==> src/hdl/conv_pkg.sv <==
/* shared widths and register map of the convolution engine
   memory request, stream flag and AXI4-Lite channel structs */
package conv_pkg;

   localparam int sample_w = 16;  // samples and weights
   localparam int nb_taps  = 9;
   localparam int sum_w    = 36;  // accumulator
   localparam int word_w   = 32;  // memory and bus data
   localparam int mem_aw   = 8;   // scratch word address
   localparam int addr_w   = 16;  // host byte address

   // host register map, byte offsets
   localparam logic [addr_w-1:0] ctrl_off   = 16'h0000; // bit 0 start, bit 1 signed
   localparam logic [addr_w-1:0] status_off = 16'h0004; // bit 0 busy, bit 1 done
   localparam logic [addr_w-1:0] desc_off   = 16'h0008; // src, dst, length bytes
   localparam logic [addr_w-1:0] weight_off = 16'h0010; // nine words
   localparam logic [addr_w-1:0] mem_off    = 16'h0400; // scratch window

   typedef struct packed {
      logic first;
      logic last;
   } stream_flags_t;

   typedef struct packed {
      logic              valid;
      logic              write;
      logic [mem_aw-1:0] addr;
      logic [word_w-1:0] wdata;
   } mem_req_t;

   typedef struct packed {
      logic              awvalid;
      logic [addr_w-1:0] awaddr;
      logic              wvalid;
      logic [word_w-1:0] wdata;
      logic              bready;
      logic              arvalid;
      logic [addr_w-1:0] araddr;
      logic              rready;
   } axil_req_t;

   typedef struct packed {
      logic              awready;
      logic              wready;
      logic              bvalid;
      logic [1:0]        bresp;   // always OKAY
      logic              arready;
      logic              rvalid;
      logic [word_w-1:0] rdata;
      logic [1:0]        rresp;   // always OKAY
   } axil_rsp_t;

endpackage

==> src/hdl/conv_store.sv <==
/* two-entry result buffer, writes sums to the destination range
   and flags job completion after the last write */
module conv_store (
   input  logic                        clk,
   input  logic                        rst_n,
   input  logic                        start,
   input  logic [conv_pkg::mem_aw-1:0] dst_base,
   input  logic                        valid,
   input  conv_pkg::stream_flags_t     flags,
   input  logic [conv_pkg::sum_w-1:0]  sum,
   output logic                        ready,
   output conv_pkg::mem_req_t          mem_req,
   input  logic                        mem_gnt,
   output logic                        done
);
   logic [conv_pkg::word_w-1:0] data_q [2];
   logic [1:0] last_q;
   logic [1:0] count;
   logic wr_ptr, rd_ptr, push, pop;
   logic [conv_pkg::mem_aw-1:0] wr_addr;

   assign ready   = count != 2'd2;     // stalls the pipeline when full
   assign push    = valid && ready;
   assign pop     = mem_gnt;           // grant only while requesting
   assign mem_req = '{valid: count != 2'd0, write: 1'b1, addr: wr_addr, wdata: data_q[rd_ptr]};

   always_ff @(posedge clk) begin
      if (!rst_n) begin
         count   <= '0;
         wr_ptr  <= 1'b0;
         rd_ptr  <= 1'b0;
         done    <= 1'b0;
         wr_addr <= '0;
      end else if (start) begin
         count   <= '0;
         wr_ptr  <= 1'b0;
         rd_ptr  <= 1'b0;
         done    <= 1'b0;
         wr_addr <= dst_base;
      end else begin
         if (push) wr_ptr <= !wr_ptr;
         if (pop) begin
            rd_ptr  <= !rd_ptr;
            wr_addr <= wr_addr + 1'b1;
            if (last_q[rd_ptr]) done <= 1'b1; // final result written
         end
         count <= count + 2'(push) - 2'(pop);
      end
   end

   always_ff @(posedge clk) begin
      if (push) begin
         data_q[wr_ptr] <= sum[conv_pkg::word_w-1:0]; // low 32 bits kept
         last_q[wr_ptr] <= flags.last;
      end
   end

endmodule

==> config.mk <==
export PLATFORM = sky130hd
export DESIGN_NAME = conv_store
export DESIGN_NICKNAME = d
export VERILOG_FILES = /design/src/hdl/conv_pkg.sv /design/src/hdl/conv_store.sv
export SDC_FILE = /design/constraint.sdc
export NUM_CORES = 1
export LEC_CHECK = 0
export ABC_AREA = 1
export ABC_CLOCK_PERIOD_IN_PS = 3360
export BUFFER_PORTS_ARGS = -buffer_cell sky130_fd_sc_hd__buf_2
export CORE_MARGIN = 2
export CORE_UTILIZATION = 30
export CTS_BUF_LIST = sky130_fd_sc_hd__clkbuf_4
export CTS_CLUSTER_DIAMETER = 200
export DETAILED_ROUTE_END_ITERATION = 10
export SYNTH_ARGS = -nofsm -noshare
export SYNTH_HDL_FRONTEND = slang
export SYNTH_SLANG_ARGS = --single-unit
==> constraint.sdc <==
create_clock -name clk -period 3.36 [get_ports clk]
set_input_delay 0.672 -clock clk [delete_from_list [all_inputs] [get_ports clk]]
set_output_delay 0.672 -clock clk [all_outputs]
set_load 0.05 [all_outputs]
* Yosys cells after proc, flatten, opt, wreduce, memory -nomap -nowiden *
Memory sizes are Yosys's and may differ from the RTL's. A register that Yosys moved wholly into a read port is not among the register bits.
Index checks and enable logic that the tools add are counted.

word-level totals
  register bits after elaboration = 15
  memory bits (writable) = 64
  output and inout port bits = 44
  logic and storage cells = 34
  memories kept = 1

operators by class
  add/sub/neg operators = 3
  magnitude comparators = 3
  eq/ne operators = 1
  multiplexer cells = 11
  bitwise operators = 1
  reduce and logical (&&, ||, !) cells = 8

memories
  memory  words  bits a word  rd ports  clocked after memory_dff  wr ports  RTL line          text
  data_q  2      32           1         1                         1         conv_store.sv:16  logic [conv_pkg::word_w-1:0] data_q [2];

operator list
  operator                                                                       count
  8-bit 2-to-1 mux                                                               2
  8-bit by 1-bit adder with 8-bit output (second input constant)                 1
  1-bit 2-to-1 mux                                                               7
  1-bit by 2-bit less-than comparator with 1-bit output (second input constant)  2
  2-bit nonzero test                                                             2
  2-bit by 1-bit adder with 2-bit output                                         1
  2-bit bitwise mux                                                              1
  1-bit logical AND                                                              2
  1-bit logical NOT                                                              2
  2-bit inequality test (second input constant)                                  1
  2-bit AND reduction                                                            1
  2-bit OR reduction                                                             1
  2-bit by 1-bit subtractor with 2-bit output                                    1
  1-bit demux with 1-bit select                                                  1
  1-bit >= comparator (second input constant)                                    1
  1-bit NOT                                                                      1

* Depth between registers and ports, before layout *
  word-level depth = 5
  gate-level depth with buffers = 9
  mapped depth without buffers = 9

* Worst setup path before layout *
No wires, ideal clock.

  kind = register to register
  from = reg count[0]
  to = mem data_q[1][0] (netlist bit) (enable)
  setup time = 0.425 ns
  arrival time = 2.353 ns
  slack = 0.582 ns
  stages on the path, launching flop included = 5
  buffers on the path = 0
  clock period less this slack = 2.778 ns
  cell sequence = dfxtp_1 > inv_1 > nand2_1 > nand2_1 > nor2_1

on the way
  longest elaborated chain between the ends = 4

RTL lines
  what                                    RTL line          text
  from (decl)                             conv_store.sv:18  logic [1:0] count;
  from (signal assigned)                  conv_store.sv:47  count <= count + 2'(push) - 2'(pop);
  2-bit inequality test                   conv_store.sv:22  assign ready = count != 2'd2;
  net ready                               conv_store.sv:11  output logic ready,
  1-bit logical AND                       conv_store.sv:23  assign push = valid && ready;
  1-bit 2-to-1 mux                        conv_store.sv:52  if (push) begin
  1-bit 2-to-1 mux (implied by the code)  conv_store.sv:53  data_q[wr_ptr] <= sum[conv_pkg::word_w-1:0];
  to (decl)                               conv_store.sv:16

The timed path passes the listed nets, and every way through them passes these cells.

==> flow_summary.yaml <==
synth:
  async_flop_share_pct: 0
  yosys_most_used_dff: "edfxtp_1"
  synth_xor_area_share_pct: 0.802
  synth_top_family_by_area: "multiplexers"
  synth_area_per_cell_um2: 15.8
  synthCells: 207
  synth_compound_area_share_pct: 3.82
  synth_edf_count: 66
  yosysTopAreaCell: "edfxtp_1"
  yosysTopAreaCellShare_pct: 60.5
  synthSimpleGateAreaFrac_pct: 7.22
  syn_area_um2: 3280
  synth_area_leaders: "edfxtp_1 (61%), mux2_4 (14%), dfxtp_1 (8.6%)"
  yosysWarningCount: 0
  synthAdderAreaFrac_pct: 1.15
  synth.distinct_cells: 31
  synth_nets: 261
  synth-seq-cells: 80
  yosysSeqAreaShare_pct: 69.1
  synthMuxAreaShare_pct: 14.4
floorplanning:
  start_util_pct: 30.5
  dieArea_um2: 11800
  die_x_um: 108
  ios: 95
  die_y_um: 108
  row_count: 38
  core-area_um2: 10700
timing:
  worstMarginPinSlew_ns: 0.598
  fmax_mhz: 396
  fin_hold_ws_ns: 0.432
  hold_viol_final: 0
  fin_skew_ns: 0.00561
  setup_viol: 0
  tns_ns: 0
  final.setup.worst_slack_ns: 0.832
  min_period_ns: 2.53
  rsz0062_at_grt: "no"
  period_share_pct: 75.2
  slew_headroom_pct: 60.1
  drv_slew: 0
setup_path:
  reg2regPathDepth: 9
  startpoint_type: "flip-flop"
  crit_family: "buffers and inverters"
  end_kind: "primary output"
  cp_max_fo: 32
  path_buf_inv: 2
  cp.depth: 3
  critPathKind: "reg2out"
  max_stage_delay_ns: 0.49
  critical_path.cell_chain: "buf_4 > mux2_2 > buf_2"
  critical_path_required_ns: 2.69
  cp_slowest_cell: "buf_4"
  worstPathArrival_ns: 1.86
cts:
  cts_resized: 0
  path_clk_slew_ns: 0.13
  numClockSinks: 80
  clock_path_buffers: 2
  clock_latency_ns: 0.41
  tritoncts: "done"
  cts_buffers: 9
  holdBufCountCts: 0
  h-tree-depth: 3
  post_cts_buffers: 0
  root_buffer: "clkbuf_4"
global_routing:
  grt-ovfl-total: 0
  grt_pass1_wl_um: 9040
  grt_pass1_vias: 1868
  grt_max_degree: 34
  track_usage_pct: 10.4
  antenna_found_initial: 0
placement:
  gp_congestion: 0.767
  dpl.cell_count: 432
  post-place-ws_ns: 1.26
  port_buffers: 88
  post_dp_cell_area_um2: 3880
  post-dp-hpwl_um: 4110
drt:
  via_per_inst: 4.27
  first_pass_iters: 4
  antenna_left: 0
  via_count: 1915
  drc_errors: 0
  drtIter0Drc: 52
  wire_per_inst_um: 13.2
  wl_um: 5910
final_layout:
  final_area_um2: 4000
  areaGrowthSynthToFinish_pct: 22.0
  nNetsFinal: 357
  drive_above_1_share_pct: 50.6
  stdcell_count: 448
  final_core_util_pct: 37.2
  antenna_cells: 0
outcome:
  status: "finished clean"
pwr:
  p_per_area_nw_per_um2: 501
  total_leakage_power_nw: 1.59
  p_total_mw: 2.00
  ir_drop_v: 0.000161
hold_path:
  hold_depth: 1
  hp-class: "in2reg"
flow_run:
  maxCapViolCount: 0
worst paths after layout:
path              from       endpoint  slack (ns)
max          flip-flop    mem_req[31]        0.83
max reg2reg   count[0]       count[1]        1.63
min            sum[13]  data_q[0][13]        0.43
min reg2reg       done           done        0.48
routing by layer:
layer | vias to the layer above | global-route usage [%] | part of all wire, %
met1 | 896 | 12.3 | 44
met2 | 67 | 17.0 | 47
li1 | 941 | - | -
met3 | 11 | 3.32 | 7.4
met5 | - | 0 | 0
met4 | 0 | 5.49 | 2.0
cells in the final DEF, fill, tap and decap left out, drive strengths merged:
master / n
nand2: 23
clkbuf: 9
ha: 3
or2: 2
dfxtp: 14
clkinv: 3
nand3: 8
o21bai: 1
o211ai: 1
clkinvlp: 3
conb: 1
a22oi: 5
nor2: 12
nor3: 2
o21ai: 4
a21oi: 9
inv: 16
edfxtp: 66
buf: 91
xnor2: 2
mux2: 32
xor2: 1
cell type report:
| type | count | area [µm²] |
|---|---|---|
| fill | 1060 | 6750 |
| sequential | 80 | 2260 |
| multi-input combinational | 106 | 917 |
| timing repair buffer | 91 | 463 |
| tap | 140 | 175 |
| clock buffer | 9 | 67.6 |
| inverter | 15 | 57.6 |
| clock inverter | 7 | 53.8 |
worst reg2reg max path, cell delays in order, from the launching register on:
cell     delay (ns)
dfxtp_1        0.38
inv_1          0.05
nand2_1        0.08
nand2_1        0.16
ha_1           0.32
inv_1          0.04
ha_1           0.18
xnor2_1        0.13
or2_1          0.21
a21oi_1        0.12
synthesized netlist by cell type, types with 3 or more instances:
cell type and number:
edfxtp_1 66, mux2_4 30, nand2_1 20, dfxtp_1 14, inv_1 13, nor2_1 8, a21oi_1 7, nand3_1 6
a22oi_1 5, buf_6 3, ha_1 3, nand2_2 3, nor2_4 3, o21ai_1 3
cell families after synthesis:
kind of cell	count (synthesis)
buffers and inverters	21
AOI/OAI and AO/OA	20
xor gates and xnor gates	3
other	1
DFF	80
muxes	32
adders and majority gates	3
and+or+nand+nor	47
where the power goes:
| part | internal (mW) | switching, mW | leakage (nW) |
|---|---|---|---|
| sequential | 1.13 | 0.0194 | 0.733 |
| combinational | 0.114 | 0.242 | 0.793 |
| clock | 0.157 | 0.346 | 0.0589 |
flip-flops by register name, summed over array words and instances (netlist names), named ones only:
register  flops
data_q       64
wr_addr       8
count         2
last_q        2
done          1
rd_ptr        1
wr_ptr        1
Note: power is estimated with default switching activity, not from simulation.
