--- config.mk ---
export PLATFORM = sky130hd
export DESIGN_NAME = conv_fetch
export DESIGN_NICKNAME = d
export VERILOG_FILES = /design/src/hdl/conv_pkg.sv /design/src/hdl/conv_fetch.sv
export SDC_FILE = /design/constraint.sdc
export NUM_CORES = 1
export LEC_CHECK = 0
export ABC_CLOCK_PERIOD_IN_PS = 12650
export BUFFER_PORTS_ARGS = -buffer_cell sky130_fd_sc_hd__buf_2
export CAP_MARGIN = 20
export CORE_ASPECT_RATIO = 2
export CORE_UTILIZATION = 40
export DETAILED_ROUTE_END_ITERATION = 16
export GPL_TIMING_DRIVEN = 0
export PLACE_DENSITY = 0.68
export SKIP_LAST_GASP = 1
export SLEW_MARGIN = 20
export SYNTH_ARGS = -nofsm -noshare
export SYNTH_HDL_FRONTEND = slang
export SYNTH_SLANG_ARGS = --single-unit
export TNS_END_PERCENT = 30
--- constraint.sdc ---
create_clock -name clk -period 12.65 [get_ports clk]
set_input_delay 2.53 -clock clk [delete_from_list [all_inputs] [get_ports clk]]
set_output_delay 2.53 -clock clk [all_outputs]
set_load 0.01 [all_outputs]
--- src/hdl/conv_pkg.sv ---
/* shared widths and register map of the convolution engine
   memory request, stream flag and AXI4-Lite channel structs */
package conv_pkg;

   localparam int sample_w = 16;  // samples and weights
   localparam int nb_taps  = 9;
   localparam int sum_w    = 36;  // accumulator
   localparam int word_w   = 32;  // memory and bus data
   localparam int mem_aw   = 8;   // scratch word address
   localparam int addr_w   = 16;  // host byte address

   // host register map, byte offsets
   localparam logic [addr_w-1:0] ctrl_off   = 16'h0000; // bit 0 start, bit 1 signed
   localparam logic [addr_w-1:0] status_off = 16'h0004; // bit 0 busy, bit 1 done
   localparam logic [addr_w-1:0] desc_off   = 16'h0008; // src, dst, length bytes
   localparam logic [addr_w-1:0] weight_off = 16'h0010; // nine words
   localparam logic [addr_w-1:0] mem_off    = 16'h0400; // scratch window

   typedef struct packed {
      logic first;
      logic last;
   } stream_flags_t;

   typedef struct packed {
      logic              valid;
      logic              write;
      logic [mem_aw-1:0] addr;
      logic [word_w-1:0] wdata;
   } mem_req_t;

   typedef struct packed {
      logic              awvalid;
      logic [addr_w-1:0] awaddr;
      logic              wvalid;
      logic [word_w-1:0] wdata;
      logic              bready;
      logic              arvalid;
      logic [addr_w-1:0] araddr;
      logic              rready;
   } axil_req_t;

   typedef struct packed {
      logic              awready;
      logic              wready;
      logic              bvalid;
      logic [1:0]        bresp;   // always OKAY
      logic              arready;
      logic              rvalid;
      logic [word_w-1:0] rdata;
      logic [1:0]        rresp;   // always OKAY
   } axil_rsp_t;

endpackage

--- src/hdl/conv_fetch.sv ---
/* sample fetch, one read at a time through the arbiter
   into a nine-tap shift window with first and last flags */
module conv_fetch (
   input  logic                                                 clk,
   input  logic                                                 rst_n,
   input  logic                                                 start,
   input  logic [conv_pkg::mem_aw-1:0]                          src_base,
   input  logic [conv_pkg::mem_aw-1:0]                          length,
   output conv_pkg::mem_req_t                                   mem_req,
   input  logic                                                 mem_gnt,
   input  logic [conv_pkg::word_w-1:0]                          mem_rdata,
   input  logic                                                 advance_ready,
   output logic                                                 valid,
   output conv_pkg::stream_flags_t                              flags,
   output logic [conv_pkg::nb_taps-1:0][conv_pkg::sample_w-1:0] window
);
   localparam logic [conv_pkg::mem_aw-1:0] first_cnt = conv_pkg::mem_aw'(conv_pkg::nb_taps - 1);

   logic running, req_valid, rd_wait;
   logic [conv_pkg::mem_aw-1:0] rd_addr;
   logic [conv_pkg::mem_aw-1:0] got_cnt; // samples returned so far

   assign mem_req = '{valid: req_valid, write: 1'b0, addr: rd_addr, wdata: '0};

   always_ff @(posedge clk) begin
      if (!rst_n) begin
         running   <= 1'b0;
         req_valid <= 1'b0;
         rd_wait   <= 1'b0;
         valid     <= 1'b0;
         got_cnt   <= '0;
      end else if (start) begin
         running   <= 1'b1;
         req_valid <= 1'b0;
         rd_wait   <= 1'b0;
         valid     <= 1'b0;
         got_cnt   <= '0;
         rd_addr   <= src_base;
      end else begin
         rd_wait <= req_valid && mem_gnt;
         if (valid && advance_ready) valid <= 1'b0; // window taken
         if (req_valid && mem_gnt) begin
            req_valid <= 1'b0;
            rd_addr   <= rd_addr + 1'b1;
         end else if (running && !req_valid && !rd_wait && (!valid || advance_ready)) begin
            if (got_cnt == length) running <= 1'b0; // whole range read
            else req_valid <= 1'b1;
         end
         if (rd_wait) begin
            got_cnt <= got_cnt + 1'b1;
            if (got_cnt >= first_cnt) begin // window full from the ninth sample
               valid <= 1'b1;
               flags <= '{first: got_cnt == first_cnt, last: got_cnt + 1'b1 == length};
            end
         end
      end
   end

   // oldest sample at tap 0
   always_ff @(posedge clk) begin
      if (rd_wait)
         window <= {mem_rdata[conv_pkg::sample_w-1:0], window[conv_pkg::nb_taps-1:1]};
   end

endmodule

# Word-level counts from Yosys, hierarchy flattened
# Cells that the tools add are included.
dict set report word_totals {
  in_bits 53
  out_inout_bits 189
  ff_bits 166
  word_cells 54
}
dict set report classes {
  muxes 9
  order_cmp 1
  eq_ne 4
  addsub 2
  n_reduce_logical 18
  n_bitwise 3
}
# operator count
set op_table {}
lappend op_table {{$add A8 B1 Y8 const B} 2}
lappend op_table {{$eq A8 B8 Y1} 2}
lappend op_table {{$mux W8} 2}
lappend op_table {{$eq A8 B4 Y1 const B} 1}
lappend op_table {{$ge A8 B4 Y1 const B} 1}
lappend op_table {{$mux W1} 7}
lappend op_table {{$reduce_bool A2 Y1} 3}
lappend op_table {{$logic_and A1 B1 Y1} 5}
lappend op_table {{$reduce_and A2 Y1} 2}
lappend op_table {{$reduce_and A4 Y1} 1}
lappend op_table {{$logic_not A1 Y1} 3}
lappend op_table {{$not A1 Y1} 3}
lappend op_table {{$reduce_and A3 Y1} 1}
lappend op_table {{$reduce_or A3 Y1} 1}
lappend op_table {{$ne A2 B2 Y1 const B} 1}
lappend op_table {{$reduce_or A2 Y1} 1}
lappend op_table {{$logic_or A1 B1 Y1} 1}

# Longest topological paths before layout
# Gate-level depths: netlist of run 1.
dict set report depth {
  ltp_word 7
  depth_mapped 7
  depth_no_buf 6
}

# Worst setup path before layout of run 1
# Ideal clock, no wire load.
dict set report synth_timing {
  path_kind {register -> register}
  startpoint {register rd_wait}
  endpoint {register got_cnt[7] (netlist bit)}
  path_slack_ns 8.076
  setup_ns 0.128
  path_buffers 1
  arrival_ns 4.446
  synth_period_minus_slack_ns 4.574
  required_ns 12.522
  stages_incl_launch_ff 6
  path_cell_list {dfxtp_1 > clkbuf_1 > inv_1 > nor4_1 > xnor2_1 > nor2_1}
}
# element line_no
set synth_rtl {}
lappend synth_rtl {{from (decl)} conv_fetch.sv:19} ;# logic running, req_valid, rd_wait;
lappend synth_rtl {{from (signal assigned)} conv_fetch.sv:40} ;# rd_wait <= req_valid && mem_gnt;
lappend synth_rtl {{to (signal assigned)} conv_fetch.sv:50} ;# got_cnt <= got_cnt + 1'b1;
lappend synth_rtl {{to (decl)} conv_fetch.sv:21} ;# logic [conv_pkg::mem_aw-1:0] got_cnt;

# Worst setup path after layout of run 1
dict set report layout_timing {
  startpoint {register rd_addr[2] (netlist bit)}
  endpoint {output port mem_req[34] (netlist bit)}
}
# element line_no
set layout_rtl {}
lappend layout_rtl {{from (decl)} conv_fetch.sv:20} ;# logic [conv_pkg::mem_aw-1:0] rd_addr;
lappend layout_rtl {{from (signal assigned)} conv_fetch.sv:38} ;# rd_addr <= src_base;
lappend layout_rtl {{from (signal assigned)} conv_fetch.sv:44} ;# rd_addr <= rd_addr + 1'b1;
lappend layout_rtl {{to (decl)} conv_fetch.sv:9} ;# output conv_pkg::mem_req_t mem_req,
# No word-level cell between the ends.

==> results of run 1 <==
## worst paths after layout
check                end  slack, ps  cells after the start
max          mem_req[34]       9050                      1
max reg2reg     flags[0]      10700                      3
min           window[17]        440                      0
min reg2reg   window[17]        440                      0
## routing by layer
layer	part of all wire	wire, µm
met4	0.015	162
met5	0	0
met2	0.51	5637
met3	0.087	956
met1	0.38	4196
## where the power goes
group          internal (mW)  switching, mW  leakage [nW]
combinational         0.0173         0.0182          1.33
sequential             0.597        0.00309          1.49
clock                  0.297          0.215         0.286
total                  0.911          0.236          3.11
## per-stage QoR
stage / area, µm² / hold slack, ps / std cells
after floorplan: 6000 / 448.9 / 352
after global placement: 7196 / 423.1 / 735
after detailed placement: 7254 / 426.4 / 737
after CTS: 7848 / 441.0 / 769
after global routing: 7848 / 452.3 / 769
final: 7848 / 440.2 / 769
## final cells by class
cell class | count | area, µm² | area share
clock buffers | 18 | 429.2 | 0.05469
inverters | 4 | 15.01 | 0.001913
flip-flops and latches | 166 | 4868 | 0.6204
multi-input cells | 140 | 830.8 | 0.1059
plain buffers | 42 | 289.0 | 0.03683
clock inverters | 14 | 163.9 | 0.02089
repair buffers | 193 | 1011 | 0.1288
well taps | 192 | 240.2 | 0.03061
## worst register-to-register path, stage by stage, from the launching register on
cell and delay (ps):
dfxtp_4 610, clkbuf_1 410, inv_1 160, nor3_1 430
## placed cells by master (no fill, tap or decap), types with 5 or more instances in the layout
cell	Yosys	final
xnor2_1	11	11
buf_2	3	194
clkbuf_16	0	17
xor2_1	13	13
edfxtp_1	154	154
nand2_1	12	12
nand3_1	5	5
o21ai_0	9	9
clkbuf_1	5	6
buf_4	34	34
nor2_1	15	15
dfxtp_1	12	11
conb_1	1	33
## cell families (layout without fill, tap and decap cells)
| kind of cell | count (synthesis) | count (layout) | synth area share |
|---|---|---|---|
| AND/OR/NAND/NOR | 59 | 59 | 0.05533 |
| XOR/XNOR | 24 | 24 | 0.03575 |
| other | 1 | 33 | 0.0006378 |
| AO/OA/AOI/OAI | 19 | 19 | 0.01915 |
| flip-flops | 166 | 166 | 0.8274 |
| adder cells (fa/ha/maj) | 3 | 3 | 0.006385 |
| multiplexers | 2 | 2 | 0.003618 |
| buffers and inverters | 46 | 271 | 0.05171 |
## sequential cells by signal, summed over array words and instances (netlist names)
| name | cells |
|---|---|
| valid | 1 |
| req_valid | 1 |
| flags | 2 |
| got_cnt | 8 |
| running | 1 |
| rd_wait | 1 |
| window | 144 |
| rd_addr | 8 |
==> impl_results.md, run 1 <==
- Run status: finished clean
- Pleak: roughly 3.1 nW
- Max FO, Critical Path: 5
- Post-layout util: 0.5468
- Cell taking the most area after synthesis: edfxtp_1
- Dpl hpwl: roughly 7900 µm
- Fin crit period: 3604 ps
- Clock Path Buffers: 2
- Post_cts resized: 0
- Initial DRC Count: 95
- GP Congestion: 0.8609
- Met2 usage: 0.2464
- Area growth from synthesis to layout: 33.48%
- Crit-path cells: buf_2
- Post-CTS Repair Setup Buffers: 0
- CP startpoint kind: register
- Max Slew Vio Count: 0
- Cts hold-fix bufs: 0
- CTS Buf Count: 17
- Final routed DRC violation total: 0
- Via count: roughly 3400
- Number of hold violations in the final report: 0
- Die height: 173.5 µm
- Number of port buffers: 191
- Required @ worst endpoint: 10120 ps
- Critical path's top delay family: flip-flops
- Vias in the first global route: 3488
- Crit Path Class: reg -> out
- Slowest stage delay, CP: approximately 480 ps
- Sequential area share after synthesis: 0.8274
- Hold Crit Class: reg -> reg
- Detailed-route wire length: roughly 11000 µm
- RSZ-0062 raised after global routing: false
- Die W: roughly 88 µm
- M1 GR Usage: 0.1548
- Top-count cell post-synth: edfxtp_1
- MaxCap Viol Count: 0
- Final worst path period share: 0.2849
- Fmax: 277.5 MHz
- Post-Syn Area per Cell: 18.37 µm²
- Setup WS post-layout: 9046 ps
- Ys flop type: edfxtp_1
- Cell Rows: 62
- Clock sink count: 166
- Final Skew: 10.25 ps
- CTS tree: done
- Worst Tran Pin Value: 710.3 ps
- Worst Setup SP: rd_addr[2]
- Share of cells above drive strength 1: 0.4575
- Gr ovfl total: 0
- Commonest cells in the netlist: edfxtp_1, buf_4, nor2_1
- Worst Path Buf+Inv: 1
- CTS clock-pin slew for the worst setup and hold paths: approximately 60 ps
- Fillers: between 1000 and 1500
- Vias per inst: 4.485
- Setup WS pre-CTS: 8749 ps
- Distinct cells, synth: 38
- Arrival time at the worst endpoint: between 1000 and 1500 ps
- Seq cells post-synth: approximately 170
- DR pass1 iterations: 4
- First-pass GRT wire length: 16680 µm
- Root Driver: clkbuf_16
- Ports: 242
- Beginning of the worst hold path: window[33]
- Routed len/inst: 14.24 µm
- Synth top area share: 0.7866
- Synth Warn #: 0
- Post-Syn Area: 0.005879 mm²
- CP max-delay cell: edfxtp_1
- Most Crowded Layer GR: met2
- Reg-to-Reg Start: rd_wait
- Syn Inst Count: 320
- Total chip power: about 1.1 mW
- Crit. End Element: primary output
- Post-synth ARST share: 0
- H-Tree Depth: 4
- VDD IR max: roughly 0.11 mV
- Initial Utilization: 0.4097
- Antenna Nets Post-Route: 0
- Initial antenna violation count: 0
- Met3 Usage GRT: 0.05857
- Die area: approximately 0.015 mm²
- Setup TNS: 0 ps
- PwrDens: 146.2 mW/mm²
- Endpoints failing setup: 0
- Total Routing Usage GR: 0.1439
- Largest net degree at the start of global routing: 64
- Final #Nets: 620
- Antenna diodes: 0
- Slew Limit Headroom: 0.5255
- Core Box Area: ~0.014 mm²
- Synth top area cells: edfxtp_1, buf_4, dfxtp_1
- Clk_lat worst skew: slightly above 400 ps
- Post-synth EDFFs: approximately 150
(Power assumes the default switching activity.)
==> inputs of run 2 (changes only) <==
ABC_AREA = 1   (was not set)
ABC_CLOCK_PERIOD_IN_PS = 3400   (was 12650)
clock period = 3.4 ns   (was 12.65 ns; I/O delays follow)
==> run 2 against run 1 <==
Setup slack worse by 7400 ps. Clock power grew to 3.8 times the previous value. Flip-flop and latch count stayed put. Clock-buffer cell count stayed put. Sequential power grew to 3.7 times the previous value. Critical path depth stayed put. Routed wire length is 3.4% higher. Total power grew to 3.7 times the previous value. Final cell count is 6.5% higher. Synthesized cell count is 15% higher. Largest cell class unchanged. First-iteration DRC count is 61% higher. Sequential share of layout area is 0.46 points lower.
==> impl_results.md, run 2 <==
- Reg-to-Reg Start: rd_wait
- Dpl hpwl: 8160 µm (+3.1%)
- Total chip power: 4.290 mW (+270%)
- VDD IR max: 0.3536 mV (+230%)
- Biggest regs: window: 144 flops, got_cnt: 8 flops, rd_addr: 8 flops
- Switching power share of the total: 0.2093 (+0.003656)
- Fmax: 573.3 MHz
- CTS tree: done
- Post-Layout Cell Count: 819 (+6.5%)
- Hold Path End: window[135]
- Vias per inst: 4.408 (-1.7%)
- Post-Syn Area per Cell: 16.08 µm² (-12%)
- Seq pwr share: 0.521 (-0.002)
- Post-synth EDFFs: 154 (unchanged)
- MaxCap Viol Count: 0 (unchanged)
- Sw power: 0.8978 mW (+280%)
- Vias in the first global route: 3614 (+3.6%)
- Share of cells above drive strength 1: 0.4242 (-0.03330)
- Required @ worst endpoint: 2720 ps (-7400 ps)
- Beginning of the worst hold path: mem_rdata[7]
- Detailed-route wire length: 11320 µm (+3.4%)
- Crit. End Element: primary output
- Int Power: 3.392 mW (+270%)
- Max FO, Critical Path: 6 (+1)
- Post-CTS Repair Setup Buffers: 0 (unchanged)
- CP max-delay cell: edfxtp_1
- Clk_lat worst skew: 420 ps (about the same)
- Slew Limit Headroom: 0.4791 (-0.04637)
- Seq cells post-synth: 166 (unchanged)
- Sequential area share after synthesis: 0.8197 (-0.007676)
- Critical path's top delay family: flip-flops
- Post_cts resized: 0 (unchanged)
- Synth Warn #: 0 (unchanged)
- Most frequent cells in the layout: buf_2, edfxtp_1, nand2_1
- CTS Buf Count: 17 (unchanged)
- Crit-path cells: buf_2
- Die W: 88.13 µm (+0.46%)
- RSZ-0062 raised after global routing: false
- Final Skew: 7.419 ps (-2.832 ps)
- Ys flop type: edfxtp_1
- FF-to-FF path depth: 2 (-1)
- Initial DRC Count: 153 (+61%)
- First-pass GRT wire length: 17510 µm (+4.9%)
- Cts hold-fix bufs: 0 (unchanged)
- Reg2Reg Setup Slack: 1700 ps (-9000 ps)
- Final #Nets: 670 (+8.1%)
- Initial Utilization: 0.4113 (+0.001613)
- Top-count cell post-synth: edfxtp_1
- Via count: 3610 (+4.7%)
- Final routed DRC violation total: 0 (unchanged)
- Max Slew Vio Count: 0 (unchanged)
- Comb pwr share: 0.032 (about the same)
- Max reg flops: 144 (unchanged)
- Run status: finished clean
- Commonest non-fill, non-tap cell in the layout: buf_2
- Hold Crit Class: in -> reg
- Post-synth ARST share: 0 (unchanged)
- H-Tree Depth: 4 (unchanged)
- Cell Rows: 62 (unchanged)
- PwrDens: 542.6 mW/mm² (+270%)
- Biggest register: window
- Crit Path Class: reg -> out
- Inst Count DP: 787 (+6.8%)
- Cell taking the most area after synthesis: edfxtp_1
- Ports: 242 (unchanged)
- Arrival time at the worst endpoint: 1060 ps (about the same)
- Number of hold violations in the final report: 0 (unchanged)
- Clk pwr share: 0.446 (about the same)
- Setup TNS: 0 ps (unchanged)
- Root Driver: clkbuf_16
- Endpoints failing setup: 0 (unchanged)
- Worst Tran Pin Value: 781.3 ps (+71.02 ps)
- CTS clock-pin slew for the worst setup and hold paths: 70 ps (about the same)
- Antenna Nets Post-Route: 0 (unchanged)
- Largest net degree at the start of global routing: 62 (-3.1%)
- GP Congestion: 0.7471 (-13%)
- Number of port buffers: 192 (+0.52%)
- Reg-to-Reg End: window[40]
- Distinct cells, synth: 26 (-32%)
- Initial antenna violation count: 0 (unchanged)
- Clock Path Buffers: 2 (unchanged)
- Syn Inst Count: 369 (+15%)
- Setup WS pre-CTS: 1423 ps (-7326 ps)
- Fin crit period: 1744 ps
- Gr ovfl total: 0 (unchanged)
- CP startpoint kind: register
- Final worst path period share: 0.5131
- Worst Path Buf+Inv: 1 (unchanged)
- Synth top area cells: edfxtp_1, buf_4, dfxtp_1
- Pleak: 3.274 nW (+5.4%)
- Die area: 0.01536 mm² (+0.93%)
- Die height: 174.3 µm (+0.46%)
- Worst hold stages: 1 (+1)
- Routed len/inst: 13.82 µm (-2.9%)
- Total Routing Usage GR: 0.1531 (+0.009211)
- Core Box Area: 0.01443 mm² (+0.54%)
- Synth top area share: 0.7793 (-0.007297)
- Area growth from synthesis to layout: 33.23%
- Setup WS post-layout: 1656 ps (-7391 ps)
- Slowest stage delay, CP: 460 ps (-20 ps)
- Antenna diodes: 0 (unchanged)
- Commonest cells in the netlist: edfxtp_1, nand2_1, buf_4
- Post-Syn Area: 0.005934 mm² (+0.94%)
- Fillers: 1224 (+6.3%)
- DR pass1 iterations: 4 (unchanged)
- Clock sink count: 166 (unchanged)
==> run 2: changes by cell type after synthesis, sizes merged, moves of 3 or more <==
| cell | previous run | this run |
|---|---|---|
| nand2b | 3 | 0 |
| nand4 | 5 | 1 |
| and3 | 4 | 0 |
| nand2 | 12 | 61 |
| clkbuf | 5 | 1 |
| a21oi | 3 | 10 |
| inv | 3 | 30 |
| o21ai | 9 | 12 |
| xor2 | 13 | 7 |
| xnor2 | 11 | 3 |
| nand3 | 5 | 16 |
| o211ai | 3 | 0 |
==> run 2: metal layers <==
layer  up-vias  global-route usage  wire length [µm]
met3        24             0.04891               926
met5         -                   0                 0
met1      1673              0.1568              3995
li1       1727                   -                 -
met2       186              0.2684              6123
met4         0             0.08266               278
==> run 2: logic make-up (layout without fill, tap and decap cells) <==
logic type | Yosys count | in the layout | synth area share
flip-flops | 166 | 166 | 0.8197
AND/OR/NAND/NOR | 98 | 98 | 0.07190
buffers and inverters | 66 | 292 | 0.06346
AO/OA/AOI/OAI | 25 | 25 | 0.02193
XOR/XNOR | 10 | 10 | 0.01603
adder cells (fa/ha/maj) | 3 | 3 | 0.006326
other | 1 | 33 | 0.0006319
==> run 2: cell type report <==
class	instances	area, µm²	area share
clock buffers	18	429.2	0.05428
clock inverters	14	162.7	0.02057
multi-input cells	169	813.3	0.1029
flip-flops and latches	166	4868	0.6158
plain buffers	36	264.0	0.03339
well taps	192	240.2	0.03038
repair buffers	194	1016	0.1285
inverters	30	112.6	0.01424
==> run 2: worst max path at each step <==
stage / to / slack, ps / from / depth (start not counted)
final: mem_req[36] / 1660 / rd_addr[4] / 1
after detailed placement: rd_addr[6] / 1420 / start / 3
after floorplan: running / 440 / rd_wait / 6
after CTS: mem_req[36] / 1640 / rd_addr[4] / 1
after global placement: running / -400 / rd_wait / 6
after global routing: running / 1530 / rd_wait / 7
==> run 2: per-stage QoR <==
step | hold WS, ps | utilization | instance area [µm²]
floorplan | 437.7 | - | 6056
global placement | 424.3 | 0.5029 | 7257
detailed placement | 426.3 | 0.5069 | 7315
CTS | 411.6 | 0.5480 | 7906
global route | 412.3 | 0.5480 | 7906
finish | 434.3 | 0.5480 | 7906
==> run 2: power groups by stage <==
stage / Sequential [mW] / Combinational [mW] / Clock (mW)
6_report: 2.24 / 0.139 / 1.92
5_1_grt: 2.24 / 0.155 / 2.05
4_1_cts: 2.24 / 0.137 / 1.98
3_5_place_dp: 2.28 / 0.137 / 0
3_3_place_gp: 2.28 / 0.128 / 0
2_1_floorplan: 2.29 / 0.0789 / 0
