[src/hdl/conv_pkg.sv]
/* shared widths and register map of the convolution engine
   memory request, stream flag and AXI4-Lite channel structs */
package conv_pkg;

   localparam int sample_w = 16;  // samples and weights
   localparam int nb_taps  = 9;
   localparam int sum_w    = 36;  // accumulator
   localparam int word_w   = 32;  // memory and bus data
   localparam int mem_aw   = 8;   // scratch word address
   localparam int addr_w   = 16;  // host byte address

   // host register map, byte offsets
   localparam logic [addr_w-1:0] ctrl_off   = 16'h0000; // bit 0 start, bit 1 signed
   localparam logic [addr_w-1:0] status_off = 16'h0004; // bit 0 busy, bit 1 done
   localparam logic [addr_w-1:0] desc_off   = 16'h0008; // src, dst, length bytes
   localparam logic [addr_w-1:0] weight_off = 16'h0010; // nine words
   localparam logic [addr_w-1:0] mem_off    = 16'h0400; // scratch window

   typedef struct packed {
      logic first;
      logic last;
   } stream_flags_t;

   typedef struct packed {
      logic              valid;
      logic              write;
      logic [mem_aw-1:0] addr;
      logic [word_w-1:0] wdata;
   } mem_req_t;

   typedef struct packed {
      logic              awvalid;
      logic [addr_w-1:0] awaddr;
      logic              wvalid;
      logic [word_w-1:0] wdata;
      logic              bready;
      logic              arvalid;
      logic [addr_w-1:0] araddr;
      logic              rready;
   } axil_req_t;

   typedef struct packed {
      logic              awready;
      logic              wready;
      logic              bvalid;
      logic [1:0]        bresp;   // always OKAY
      logic              arready;
      logic              rvalid;
      logic [word_w-1:0] rdata;
      logic [1:0]        rresp;   // always OKAY
   } axil_rsp_t;

endpackage

[src/hdl/conv_regfile.sv]
/* AXI4-Lite slave with control, status, descriptor and weight registers
   and the host window onto the scratch memory */
module conv_regfile #(
   parameter int MEM_DEPTH = 256
) (
   input  logic                                                 clk,
   input  logic                                                 rst_n,
   input  conv_pkg::axil_req_t                                  axil_req,
   output conv_pkg::axil_rsp_t                                  axil_rsp,
   output conv_pkg::mem_req_t                                   host_req,
   input  logic                                                 host_gnt,
   input  logic [conv_pkg::word_w-1:0]                          mem_rdata,
   output logic signed [conv_pkg::nb_taps-1:0][conv_pkg::sample_w-1:0] weights,
   output logic                                                 signed_mode,
   output logic [conv_pkg::mem_aw-1:0]                          src_base,
   output logic [conv_pkg::mem_aw-1:0]                          dst_base,
   output logic [conv_pkg::mem_aw-1:0]                          length,
   output logic                                                 start,
   output logic                                                 busy,
   input  logic                                                 done
);
   localparam logic [conv_pkg::addr_w-1:0] mem_end =
      conv_pkg::mem_off + conv_pkg::addr_w'(4 * MEM_DEPTH);

   logic idle, wr_acc, rd_acc, wr_mem, rd_mem;
   logic bvalid_q, rvalid_q, rd_wait, done_q;
   logic mreq_valid, mreq_write;
   logic [conv_pkg::mem_aw-1:0] mreq_addr;
   logic [conv_pkg::word_w-1:0] mreq_wdata, rdata_q, reg_rdata;
   logic [23:0] desc;

   // one access in flight at a time
   assign idle   = !mreq_valid && !rd_wait && !bvalid_q && !rvalid_q;
   assign wr_acc = idle && axil_req.awvalid && axil_req.wvalid;
   assign rd_acc = idle && axil_req.arvalid && !wr_acc; // writes first
   assign wr_mem = axil_req.awaddr >= conv_pkg::mem_off && axil_req.awaddr < mem_end;
   assign rd_mem = axil_req.araddr >= conv_pkg::mem_off && axil_req.araddr < mem_end;

   assign axil_rsp = '{awready: wr_acc, wready: wr_acc, bvalid: bvalid_q, bresp: 2'b00,
                       arready: rd_acc, rvalid: rvalid_q, rdata: rdata_q, rresp: 2'b00};
   assign host_req = '{valid: mreq_valid, write: mreq_write, addr: mreq_addr, wdata: mreq_wdata};

   assign src_base = desc[7:0];
   assign dst_base = desc[15:8];
   assign length   = desc[23:16];

   always_comb begin
      reg_rdata = '0;
      case (axil_req.araddr)
         conv_pkg::ctrl_off:   reg_rdata[1]    = signed_mode; // start reads as zero
         conv_pkg::status_off: reg_rdata[1:0]  = {done, busy};
         conv_pkg::desc_off:   reg_rdata[23:0] = desc;
         default: ;
      endcase
      for (int i = 0; i < conv_pkg::nb_taps; i++) begin
         if (axil_req.araddr == conv_pkg::weight_off + conv_pkg::addr_w'(4 * i))
            reg_rdata[conv_pkg::sample_w-1:0] = weights[i];
      end
   end

   always_ff @(posedge clk) begin
      if (!rst_n) begin
         busy        <= 1'b0;
         start       <= 1'b0;
         signed_mode <= 1'b0;
         bvalid_q    <= 1'b0;
         rvalid_q    <= 1'b0;
         mreq_valid  <= 1'b0;
         rd_wait     <= 1'b0;
         done_q      <= 1'b0;
      end else begin
         start  <= 1'b0;                          // single cycle pulse
         done_q <= done;
         if (done && !done_q) busy <= 1'b0;       // job finished
         if (axil_req.bready) bvalid_q <= 1'b0;
         if (axil_req.rready) rvalid_q <= 1'b0;
         if (mreq_valid && host_gnt) begin
            mreq_valid <= 1'b0;
            if (mreq_write) bvalid_q <= 1'b1;
            else rd_wait <= 1'b1;                 // rdata lands next cycle
         end
         if (rd_wait) begin
            rd_wait  <= 1'b0;
            rvalid_q <= 1'b1;
         end
         if (wr_acc) begin
            if (wr_mem) mreq_valid <= 1'b1;
            else bvalid_q <= 1'b1;
            if (axil_req.awaddr == conv_pkg::ctrl_off && !busy) begin // ignored mid job
               start       <= axil_req.wdata[0];
               busy        <= axil_req.wdata[0];
               signed_mode <= axil_req.wdata[1];
            end
         end
         if (rd_acc) begin
            if (rd_mem) mreq_valid <= 1'b1;
            else rvalid_q <= 1'b1;
         end
      end
   end

   // descriptor, weights and window request fields
   always_ff @(posedge clk) begin
      if (wr_acc) begin
         mreq_write <= 1'b1;
         mreq_addr  <= conv_pkg::mem_aw'((axil_req.awaddr - conv_pkg::mem_off) >> 2);
         mreq_wdata <= axil_req.wdata;
         if (axil_req.awaddr == conv_pkg::desc_off) desc <= axil_req.wdata[23:0];
         for (int i = 0; i < conv_pkg::nb_taps; i++) begin
            if (axil_req.awaddr == conv_pkg::weight_off + conv_pkg::addr_w'(4 * i))
               weights[i] <= axil_req.wdata[conv_pkg::sample_w-1:0];
         end
      end
      if (rd_acc) begin
         mreq_write <= 1'b0;
         mreq_addr  <= conv_pkg::mem_aw'((axil_req.araddr - conv_pkg::mem_off) >> 2);
         rdata_q    <= reg_rdata;
      end
      if (rd_wait) rdata_q <= mem_rdata;
   end

endmodule

[config.mk]
export PLATFORM = sky130hd
export DESIGN_NAME = conv_regfile
export DESIGN_NICKNAME = d
export VERILOG_FILES = /design/src/hdl/conv_pkg.sv /design/src/hdl/conv_regfile.sv
export SDC_FILE = /design/constraint.sdc
export NUM_CORES = 1
export LEC_CHECK = 0
export BUFFER_PORTS_ARGS = -buffer_cell sky130_fd_sc_hd__buf_4
export CAP_MARGIN = 20
export CORE_MARGIN = 3
export CORE_UTILIZATION = 40
export DETAILED_ROUTE_END_ITERATION = 8
export PLACE_DENSITY = 0.66
export SETUP_SLACK_MARGIN = 0.2
export SYNTH_ARGS = -nofsm -noshare
export SYNTH_HDL_FRONTEND = slang
export SYNTH_SLANG_ARGS = --single-unit
[constraint.sdc]
create_clock -name clk -period 3.9 [get_ports clk]
set_input_delay 0.39 -clock clk [delete_from_list [all_inputs] [get_ports clk]]
set_output_delay 0.39 -clock clk [all_outputs]
set_load 0.01 [all_outputs]
-- Word-level counts from Yosys, hierarchy flattened
Index checks and enable logic that the tools add are counted.
- register bits after elaboration: 249
- input port bits: 105
- output and inout bits: 254
- word-level logic and storage cells: 121
- add/sub/neg operators: 2
- $lt $le $gt $ge: 4
- equality and inequality tests: 21
- muxes and demuxes: 34
- bitwise logic cells: 2
- reductions and logical operators: 36
- operator list (cell ; count):
    $eq A16 B6 Y1 const B ; 10
    $mux W16 ; 9
    $eq A16 B5 Y1 const B ; 8
    $mux W32 ; 2
    $eq A16 B4 Y1 const B ; 2
    $ge A16 B11 Y1 const B ; 2
    $logic_not A16 Y1 ; 2
    $lt A16 B12 Y1 const B ; 2
    $mux W22 ; 1
    $reduce_and A2 Y1 ; 11
    $sub A10 B1 Y10 const B ; 2
    $mux W1 ; 18
    $eq A16 B3 Y1 const B ; 1
    $mux W8 ; 2
    $logic_and A1 B1 Y1 ; 12
    $logic_not A1 Y1 ; 7
    $reduce_bool A2 Y1 ; 2
    $pmux W1 S3 ; 1
    $reduce_and A3 Y1 ; 1
    $reduce_or A3 Y1 ; 1
    $not A1 Y1 ; 2
    $pmux W1 S2 ; 1

-- Depth between registers and ports, before layout
Gate-level depths: netlist of run 1.
- word-level depth: 13
- mapped depth: 8
- mapped depth without buffers: 6

-- Worst setup path before layout of run 1
OpenSTA, ideal clock, no wires.
- path kind: input-to-reg
- start point: in axil_req[65] in the netlist's numbering
- end point: reg weights[16] in the netlist's numbering (enable)
- setup time: 0.409 ns
- arrival: 2.813 ns
- data required time: 3.491 ns
- slack: 0.678 ns
- cell stages on the path: 4
- path buffers: 0
- cells stage by stage: or4_1 -> nor4_1 -> nand3b_1 -> nor3_1
- cells in the longest elaborated chain, start to end: 2
- RTL lines (item ; line ; RTL):
    from (decl) ; conv_regfile.sv:8 ; input conv_pkg::axil_req_t axil_req,
    $eq A16 B5 Y1 ; conv_regfile.sv:110 ; if (axil_req.awaddr == conv_pkg::weight_off + conv_pkg::addr_w'(4 * i))
    $reduce_and A2 Y1 (no line) ; n/a ;
    to (signal, indexed assignment) ; conv_regfile.sv:111 ; weights[i] <= axil_req.wdata[conv_pkg::sample_w-1:0];
    to (decl) ; conv_regfile.sv:13 ; output logic signed [conv_pkg::nb_taps-1:0][conv_pkg::sample_w-1:0] weights,
Every way passes these cells.
A chain may end at the register's enable or synchronous reset.

==> reports/metrics.yaml, run 1 <==
synth_most_common_cell: "edfxtp_1"
overflow: 0
first_pass_iters: 5
total_power_mw: 5.86
period_minus_slack_ns: 2.73
async_reset_ff_frac: 0
cts_buffer_depth: 3
grt_pass1_wl_mm: 47.2
start_kind: "flip-flop"
p_leak_nw: 5.28
setup_viol: 0
critPathRequiredTime_ns: 3.51
syn_area_per_cell_um2: 15.7
clock_skew_ns: 0.0102
clk_pin_slew_worst_paths_ns: 0.06
post_cts_resized: 0
final_core_utilization: 0.566
root_buffer: "clkbuf_16"
drv_slew: 0
wl_per_cell_um: 24.6
synth_ff_type: "edfxtp_1"
syn2layout_area_growth_pct: 37.7
gp_congestion: 0.860
ys_ff_latch: 249
slowest_delay_ns: 0.52
dp_hpwl_mm: 24.2
cts_tree: "done"
synth_area_leaders: "edfxtp_1 (71%), mux2_2 (3.5%), o2bb2ai_1 (2.2%), dfxtp_1 (1.8%), a22oi_1 (1.8%)"
yosys-top-cells-count: "edfxtp_1 (240), mux2_2 (31), nand3_1 (31)"
num_vias: 7301
max-vdd-ir-drop_uv: 368
final.setup.tns_ns: 0
end_kind: "output pin"
critPathSlowestCell: "nor4_1"
viasPerCell: 5.41
dieHeight_um: 165
fmax_mhz: 366
yosysUniqueCellTypes: 56
grt_usage: 0.234
wl_mm: 33.2
cp.arrival_ns: 2.34
synth_top_area_frac: 0.713
max-slew-margin-rel: 0.405
num_rows: 57
hp-class: "in -> reg"
cts-buffers-inserted: 27
worst_pin_slew_ns: 0.885
finalCritPeriodShare: 0.701
status: "complete, no violations"
syn_inst: 646
first_iter_violations: 606
path_max_fanout: 17
drive_gt1_frac: 0.451
netlist_area_um2: 10100
rr_worst_depth: 6
clock-sinks: 249
core_um2: 24600
yosysTopAreaCell: "edfxtp_1"
port_buffers: 354
worst_slack_ns: 1.17
fin_nets: 1111
start_util: 0.411
rsz0062_at_grt: "false"
critPathKind: "reg -> out"
route.detailed.drc: 0
final_cell_count_no_fill: 1350
hold_depth: 1
antenna_found_initial: 0
seq_area_frac_synth: 0.731
place_ws_ns: 0.948
diodes: 0
htreeDepth: 1
synth_edf_count: 240
drv_cap: 0
die_area_um2: 27200
finalHoldViolCount: 0
post-cts-setup-buffers: 0
pin_count: 359
grt_max_degree: 52
powerDensity_nw_per_um2: 421
dp.cells: 1301
ctsHoldBuffers: 0
crit_chain: "nor4_1, nand3_1, inv_2, buf_4"
clock_latency_ns: 0.52
grt_pass1_vias: 7289
drtAntennaViolNets: 0
yosys_warnings: 0
die_w_um: 165
per-layer routing:
metal	vias to the layer above	track usage	wire (um)
met5	-	0	0
met4	0	0.0671	1040
met3	63	0.0474	2740
met2	383	0.378	15800
met1	3576	0.321	13600
li1	3279	-	-
critical path: cells and delay by family (launching register included):
family	cells	cell delay, ns
AND/OR/NAND/NOR	2	0.82
buffers and inverters	2	0.64
flip-flops	1	0.35
metrics by stage:
step | hold WS, ns | cell area (um2)
after detailed placement | 0.480 | 13100
after CTS | 0.0233 | 13900
after global placement | 0.472 | 13100
final | 0.0493 | 13900
after floorplan | 0.442 | 10100
after global routing | 0.0249 | 13900
sequential cells by signal, indices dropped and copies added (netlist names), 8 cells and up:
signal and cells:
mreq_wdata 32, desc 24, rdata_q 32, mreq_addr 8
weights 144
final cells by class:
cell class / count / area [um2]
Multi-Input combinational cell: 338 / 2410
Sequential cell: 249 / 7390
Tap cell: 324 / 405
Clock buffer: 34 / 702
Inverter: 15 / 56.3
Clock inverter: 15 / 145
Fill cell: 2032 / 10700
Timing Repair Buffer: 375 / 2820
cells by family (layout without fill, tap and decap cells):
family / count (synthesis) / after routing / synth area share
flops: 249 / 249 / 0.731
simple gates: 163 / 163 / 0.0927
compound gates: 123 / 123 / 0.0882
buf+inv: 62 / 439 / 0.0355
mux: 48 / 48 / 0.0526
other cells: 1 / 4 / 0.000371
worst paths after layout:
kind	from	end	slack (ns)
worst max-delay path	mreq_valid	axil_rsp[39]	1.17
worst min-delay path	axil_req[50]	mreq_wdata[31]	0.05
worst max register to register	mreq_valid	desc[9]	1.36
worst min register to register	mreq_write	mreq_write	0.50
layout by cell type, fill, tap and decap left out, types with 8 or more instances in the layout:
cell and count:
dfxtp_1 8, nand3_1 31, inv_1 14, nand4_1 16, nor2_1 17, o2bb2ai_1 25
buf_4 375, nand3b_1 19, o21ai_0 18, o21ai_1 9, edfxtp_1 240, a22oi_1 24
and2_1 9, nand2_1 24, mux2i_1 16, mux2_2 31, clkbuf_16 27, a21oi_1 13
a22o_1 8
where the power goes:
part | internal, mW | switching, mW
registers | 2.99 | 0.0164
clock network | 1.46 | 1.01
logic | 0.171 | 0.213
total | 4.62 | 1.24
Note: power is estimated with default switching activity, not from simulation.
==> inputs of run 2 (changes only) <==
==> constraint.sdc (replaced) <==
create_clock -name clk -period 2.83 [get_ports clk]
set_input_delay 0.283 -clock clk [delete_from_list [all_inputs] [get_ports clk]]
set_output_delay 0.283 -clock clk [all_outputs]
set_load 0.01 [all_outputs]
==> run 2 against run 1 <==
  * Die area unchanged
  * Routed wire length decreased by 0.21%
  * Worst hold slack got worse by 0.025 ns
  * Critical path type unchanged
  * Critical endpoint unchanged
  * Largest power group unchanged
  * Highest routed layer unchanged
==> reports/metrics.yaml, run 2 (same netlist as run 1, synthesis figures left out) <==
overflow: 0
die_w_um: 165
final_cell_count_no_fill: 1384
layout_commonest_cell: "buf_4"
reg_top3: "weights: 144 flops, mreq_wdata: 32 flops, rdata_q: 32 flops"
die_area_um2: 27200
syn2layout_area_growth_pct: 40.8
final_cell_mix: "buf_4 (386), edfxtp_1 (240), nand3_1 (31), mux2_2 (31), clkbuf_16 (28)"
max-vdd-ir-drop_uv: 394
first_iter_violations: 705
critPathKind: "reg -> out"
hold_end: "mreq_wdata[6]"
place_ws_ns: 0.277
htreeDepth: 1
design_area_um2: 14200
hold_depth: 1
rr_worst_depth: 7
worst_slack_ns: 0.378
drv_cap: 0
seqCellArea_um2: 7390
period_minus_slack_ns: 2.45
path_max_fanout: 21
root_buffer: "clkbuf_16"
fill_cells: 2016
num_rows: 57
finalHoldViolCount: 0
r2r-start: "mreq_valid"
dp.cells: 1315
viasPerCell: 5.42
clock_latency_ns: 0.54
core_um2: 24600
critPathRequiredTime_ns: 2.55
grt_pass1_wl_mm: 46.9
drtAntennaViolNets: 0
num_vias: 7499
rsz0062_at_grt: "false"
cts-buffers-inserted: 28
diodes: 0
drv_slew: 0
total_power_mw: 8.02
grt_usage: 0.232
regMostFlops: "weights"
clk_pin_slew_worst_paths_ns: 0.06
wl_per_cell_um: 24.0
worst_pin_slew_ns: 0.706
cts_buffer_depth: 3
drt-met1-wl_mm: 13.8
setup_viol: 0
drive_gt1_frac: 0.446
antenna_found_initial: 0
gp_congestion: 0.922
worstHoldStart: "axil_req[25]"
cts_tree: "done"
cp.arrival_ns: 2.17
fmax_mhz: 408
dieHeight_um: 165
ff2ff_setup_slack_ns: 0.54
met3_length_mm: 2.72
first_pass_iters: 5
status: "complete, no violations"
grt_pass1_vias: 7497
fin_nets: 1144
dp_hpwl_mm: 24.0
powerDensity_nw_per_um2: 563
r2r-end: "desc[7]"
p_leak_nw: 5.43
port_buffers: 354
start_kind: "flip-flop"
route.detailed.drc: 0
clock_skew_ns: 0.0134
max-slew-margin-rel: 0.529
multi_input_area_um2: 2410
highest_layer: "met4"
clock-sinks: 249
grt_max_degree: 40
post-cts-setup-buffers: 0
wl_mm: 33.2
finalCritPeriodShare: 0.866
largest_reg_flops: 144
postPlaceCellArea_um2: 13200
route.met2.wl_mm: 15.3
final.setup.tns_ns: 0
start_util: 0.411
pin_count: 359
hp-class: "in -> reg"
end_kind: "output pin"
-- run 2: how the worst max path moves through the flow --
| stage | from | to | slack, ns | cells past startpoint |
|---|---|---|---|---|
| global placement | axil_req[13] | rdata_q[2] | 0.34 | 7 |
| finish | mreq_valid | axil_rsp[39] | 0.38 | 6 |
| floorplan | axil_req[65] | weights[32] | 0.13 | 4 |
| global route | mreq_valid | axil_rsp[39] | 0.26 | 6 |
| CTS | mreq_valid | axil_rsp[40] | 0.22 | 6 |
| detailed placement | axil_req[13] | rdata_q[14] | 0.28 | 6 |
-- run 2: area by class of cell --
type / count / share of cell area
flip-flops and latches: 249 / 0.519
clock buffers: 33 / 0.0505
multi-input cells: 338 / 0.170
repair buffers: 407 / 0.220
clock inverters: 18 / 0.00826
well taps: 324 / 0.0285
inverters: 15 / 0.00404
-- run 2: metrics by stage --
step | hold WS, ns | util
after detailed placement | 0.463 | 0.537
after floorplan | 0.382 | -
after CTS | 0.00184 | 0.579
after global routing | 0.0193 | 0.579
final | 0.0238 | 0.579
after global placement | 0.461 | 0.537
-- run 2: report_power, final --
part | switching (mW) | internal, mW
Combinational | 0.303 | 0.270
Sequential | 0.0235 | 4.12
Clock | 1.41 | 1.90
Total | 1.73 | 6.28
-- run 2: metal layers --
layer	global-route usage	vias to the layer above
met5	0	-
met4	0.0846	0
met3	0.0444	65
met2	0.363	382
met1	0.324	3712
li1	-	3340
-- run 2: worst max-delay path: stages, from the launching register on --
cell and delay [ns]:
dfxtp_1 0.35, nor4_1 0.30, buf_4 0.18, nand3_1 0.09
buf_4 0.16, clkinv_2 0.33, buf_4 0.21
-- run 2: what timing repair did --
action	4_1_cts	5_1_grt
setup endpoints to repair	0	2
hold buffers	18	0
gates resized for setup	0	1
hold endpoints to repair	31	0
==> inputs of run 3 (changes only) <==
--- a/config.mk
+++ b/config.mk
@@ -10,7 +10,7 @@
 export CORE_MARGIN = 3
 export CORE_UTILIZATION = 40
 export DETAILED_ROUTE_END_ITERATION = 8
-export PLACE_DENSITY = 0.66
+export PLACE_DENSITY = 0.69
 export SETUP_SLACK_MARGIN = 0.2
 export SYNTH_ARGS = -nofsm -noshare
 export SYNTH_HDL_FRONTEND = slang
==> constraint.sdc (replaced) <==
create_clock -name clk -period 2.05 [get_ports clk]
set_input_delay 0.205 -clock clk [delete_from_list [all_inputs] [get_ports clk]]
set_output_delay 0.205 -clock clk [all_outputs]
set_load 0.01 [all_outputs]
==> run 3 against run 2 <==
  * The flow now finishes with violations (negative setup slack)
  * Setup slack worse by 0.49 ns
  * Die area unchanged
  * Sequential power up 38%
  * Non-clock buffer count up 90
  * Core utilization up 6.6 points
  * Register-to-register slack worse by 0.65 ns
  * Worst hold slack worse by 0.0051 ns
  * Sequential cell count unchanged
  * Critical endpoint is now weights[121]
  * Largest cell class unchanged
  * Highest routed layer unchanged
==> reports/metrics.yaml, run 3 (same netlist as run 1, synthesis figures left out) <==
start_kind: "flip-flop"
final.setup.tns_ns: -10.85
design_area_um2: 15900
fmax_mhz: 463
top_usage_layer: "met2"
period_minus_slack_ns: 2.16
place_ws_ns: -0.203
p_leak_nw: 6.07
port_buffers: 354
start_util: 0.411
critPathRequiredTime_ns: 2.29
clk_pin_slew_worst_paths_ns: 0.06
final_cell_count_no_fill: 1471
worst_slack_ns: -0.112
regMostFlops: "weights"
finalHoldViolCount: 0
rr_worst_depth: 9
violations: "negative setup slack"
critPathKind: "reg -> reg"
grt_usage: 0.252
hold_depth: 3
drtAntennaViolNets: 0
core_um2: 24600
fill_cells: 1810
cp.arrival_ns: 2.40
use_met3: 0.0519
rsz0062_at_grt: "true"
layout_commonest_cell: "buf_4"
num_rows: 57
drv_cap: 0
dieHeight_um: 165
whs_ns: 0.0188
htreeDepth: 1
drive_gt1_frac: 0.491
num_vias: 7902
setup_viol: 181
end_kind: "flip-flop"
antenna_found_initial: 0
cts-buffers-inserted: 27
viasPerCell: 5.37
root_buffer: "clkbuf_16"
die_area_um2: 27200
gp_congestion: 0.886
route.detailed.drc: 0
powerDensity_nw_per_um2: 731
first_pass_iters: 5
hp-class: "in -> reg"
overflow: 0
max-vdd-ir-drop_uv: 747
finalCritPeriodShare: 1.05
worst_pin_slew_ns: 0.656
clock-sinks: 249
wl_per_cell_um: 24.5
largest_reg_flops: 144
grt_pass1_wl_mm: 51.0
drv_slew: 0
dp_hpwl_mm: 24.3
pin_count: 359
grt_max_degree: 40
final_cell_mix: "buf_4 (386), edfxtp_1 (240), dlygate4sd3_1 (55), mux2_2 (31), clkbuf_16 (30)"
cts_tree: "done"
cts_buffer_depth: 3
first_iter_violations: 780
dp.cells: 1332
postPlaceCellArea_um2: 13800
fin_nets: 1233
die_w_um: 165
status: "complete, but fails checks"
met2_usage: 0.421
grt_pass1_vias: 8068
max-slew-margin-rel: 0.558
clock_skew_ns: 0.0221
grt_use_met1: 0.338
clock_latency_ns: 0.54
path_max_fanout: 6
wl_mm: 36.1
syn2layout_area_growth_pct: 56.9
reg_top3: "weights: 144 flops, mreq_wdata: 32 flops, rdata_q: 32 flops"
==> run 3: cell types whose count changed in the layout (fill, tap and decap cells not counted), sizes merged <==
cell,previous run,this run
clkinv,17,9
clkbuf,33,34
clkinvlp,0,3
bufinv,1,4
buf,389,439
dlygate4sd3,18,55
diode,0,1
==> run 3: metal layers <==
metal	wire length, um	up-vias	part of all wire
met5	0	-	0
met1	14000	3907	0.39
li1	-	3509	-
met2	17800	424	0.49
met4	969	0	0.027
met3	3350	62	0.093
==> run 3: where the power goes <==
part | switching (mW) | total [mW] | leakage [nW] | internal (mW)
Combinational | 0.495 | 1.03 | 3.38 | 0.534
Sequential | 0.0327 | 5.71 | 2.27 | 5.68
Clock | 1.95 | 4.85 | 0.422 | 2.90
Total | 2.48 | 11.6 | 6.07 | 9.12
==> run 3: timing repair <==
action,CTS,global route
pin swaps,7,8
hold buffers,55,0
endpoints found under the setup margin,202,234
resized for setup,25,27
buffers inserted,20,8
hold endpoints to repair,218,0
cloned,7,1
==> run 3: final cells by class <==
class,instances,area [um2],share of cell area
Tap cell,324,405,0.0255
Clock inverter,16,183,0.0115
Sequential cell,249,7390,0.466
Clock buffer,31,691,0.0435
Inverter,15,60.1,0.00379
Multi-Input combinational cell,338,2710,0.171
Timing Repair Buffer,497,4420,0.279
Antenna cell,1,2.50,0.000158
==> run 3: path summary, 6_finish.rpt <==
kind                 from      endpoint  slack [ns]
max               rd_wait  weights[121]       -0.11
min          mem_rdata[3]    rdata_q[3]        0.02
max reg2reg       rd_wait  weights[121]       -0.11
min reg2reg    mreq_write       rd_wait        0.49
==> run 3: metrics by stage <==
stage	power, mW	util
6_report	11.6	0.645
5_1_grt	11.9	0.645
4_1_cts	11.6	0.637
3_5_place_dp	6.62	0.561
3_3_place_gp	6.61	0.561
2_1_floorplan	6.12	-
==> run 3: worst max-delay path, stage by stage (launching register included) <==
cell and delay (ns):
dfxtp_2 0.33, nor4_4 0.38, nand3_2 0.17, nor3_4 0.20
buf_4 0.15, buf_6 0.10, nand3_4 0.10, nor2_4 0.19
buf_12 0.14, buf_16 0.12
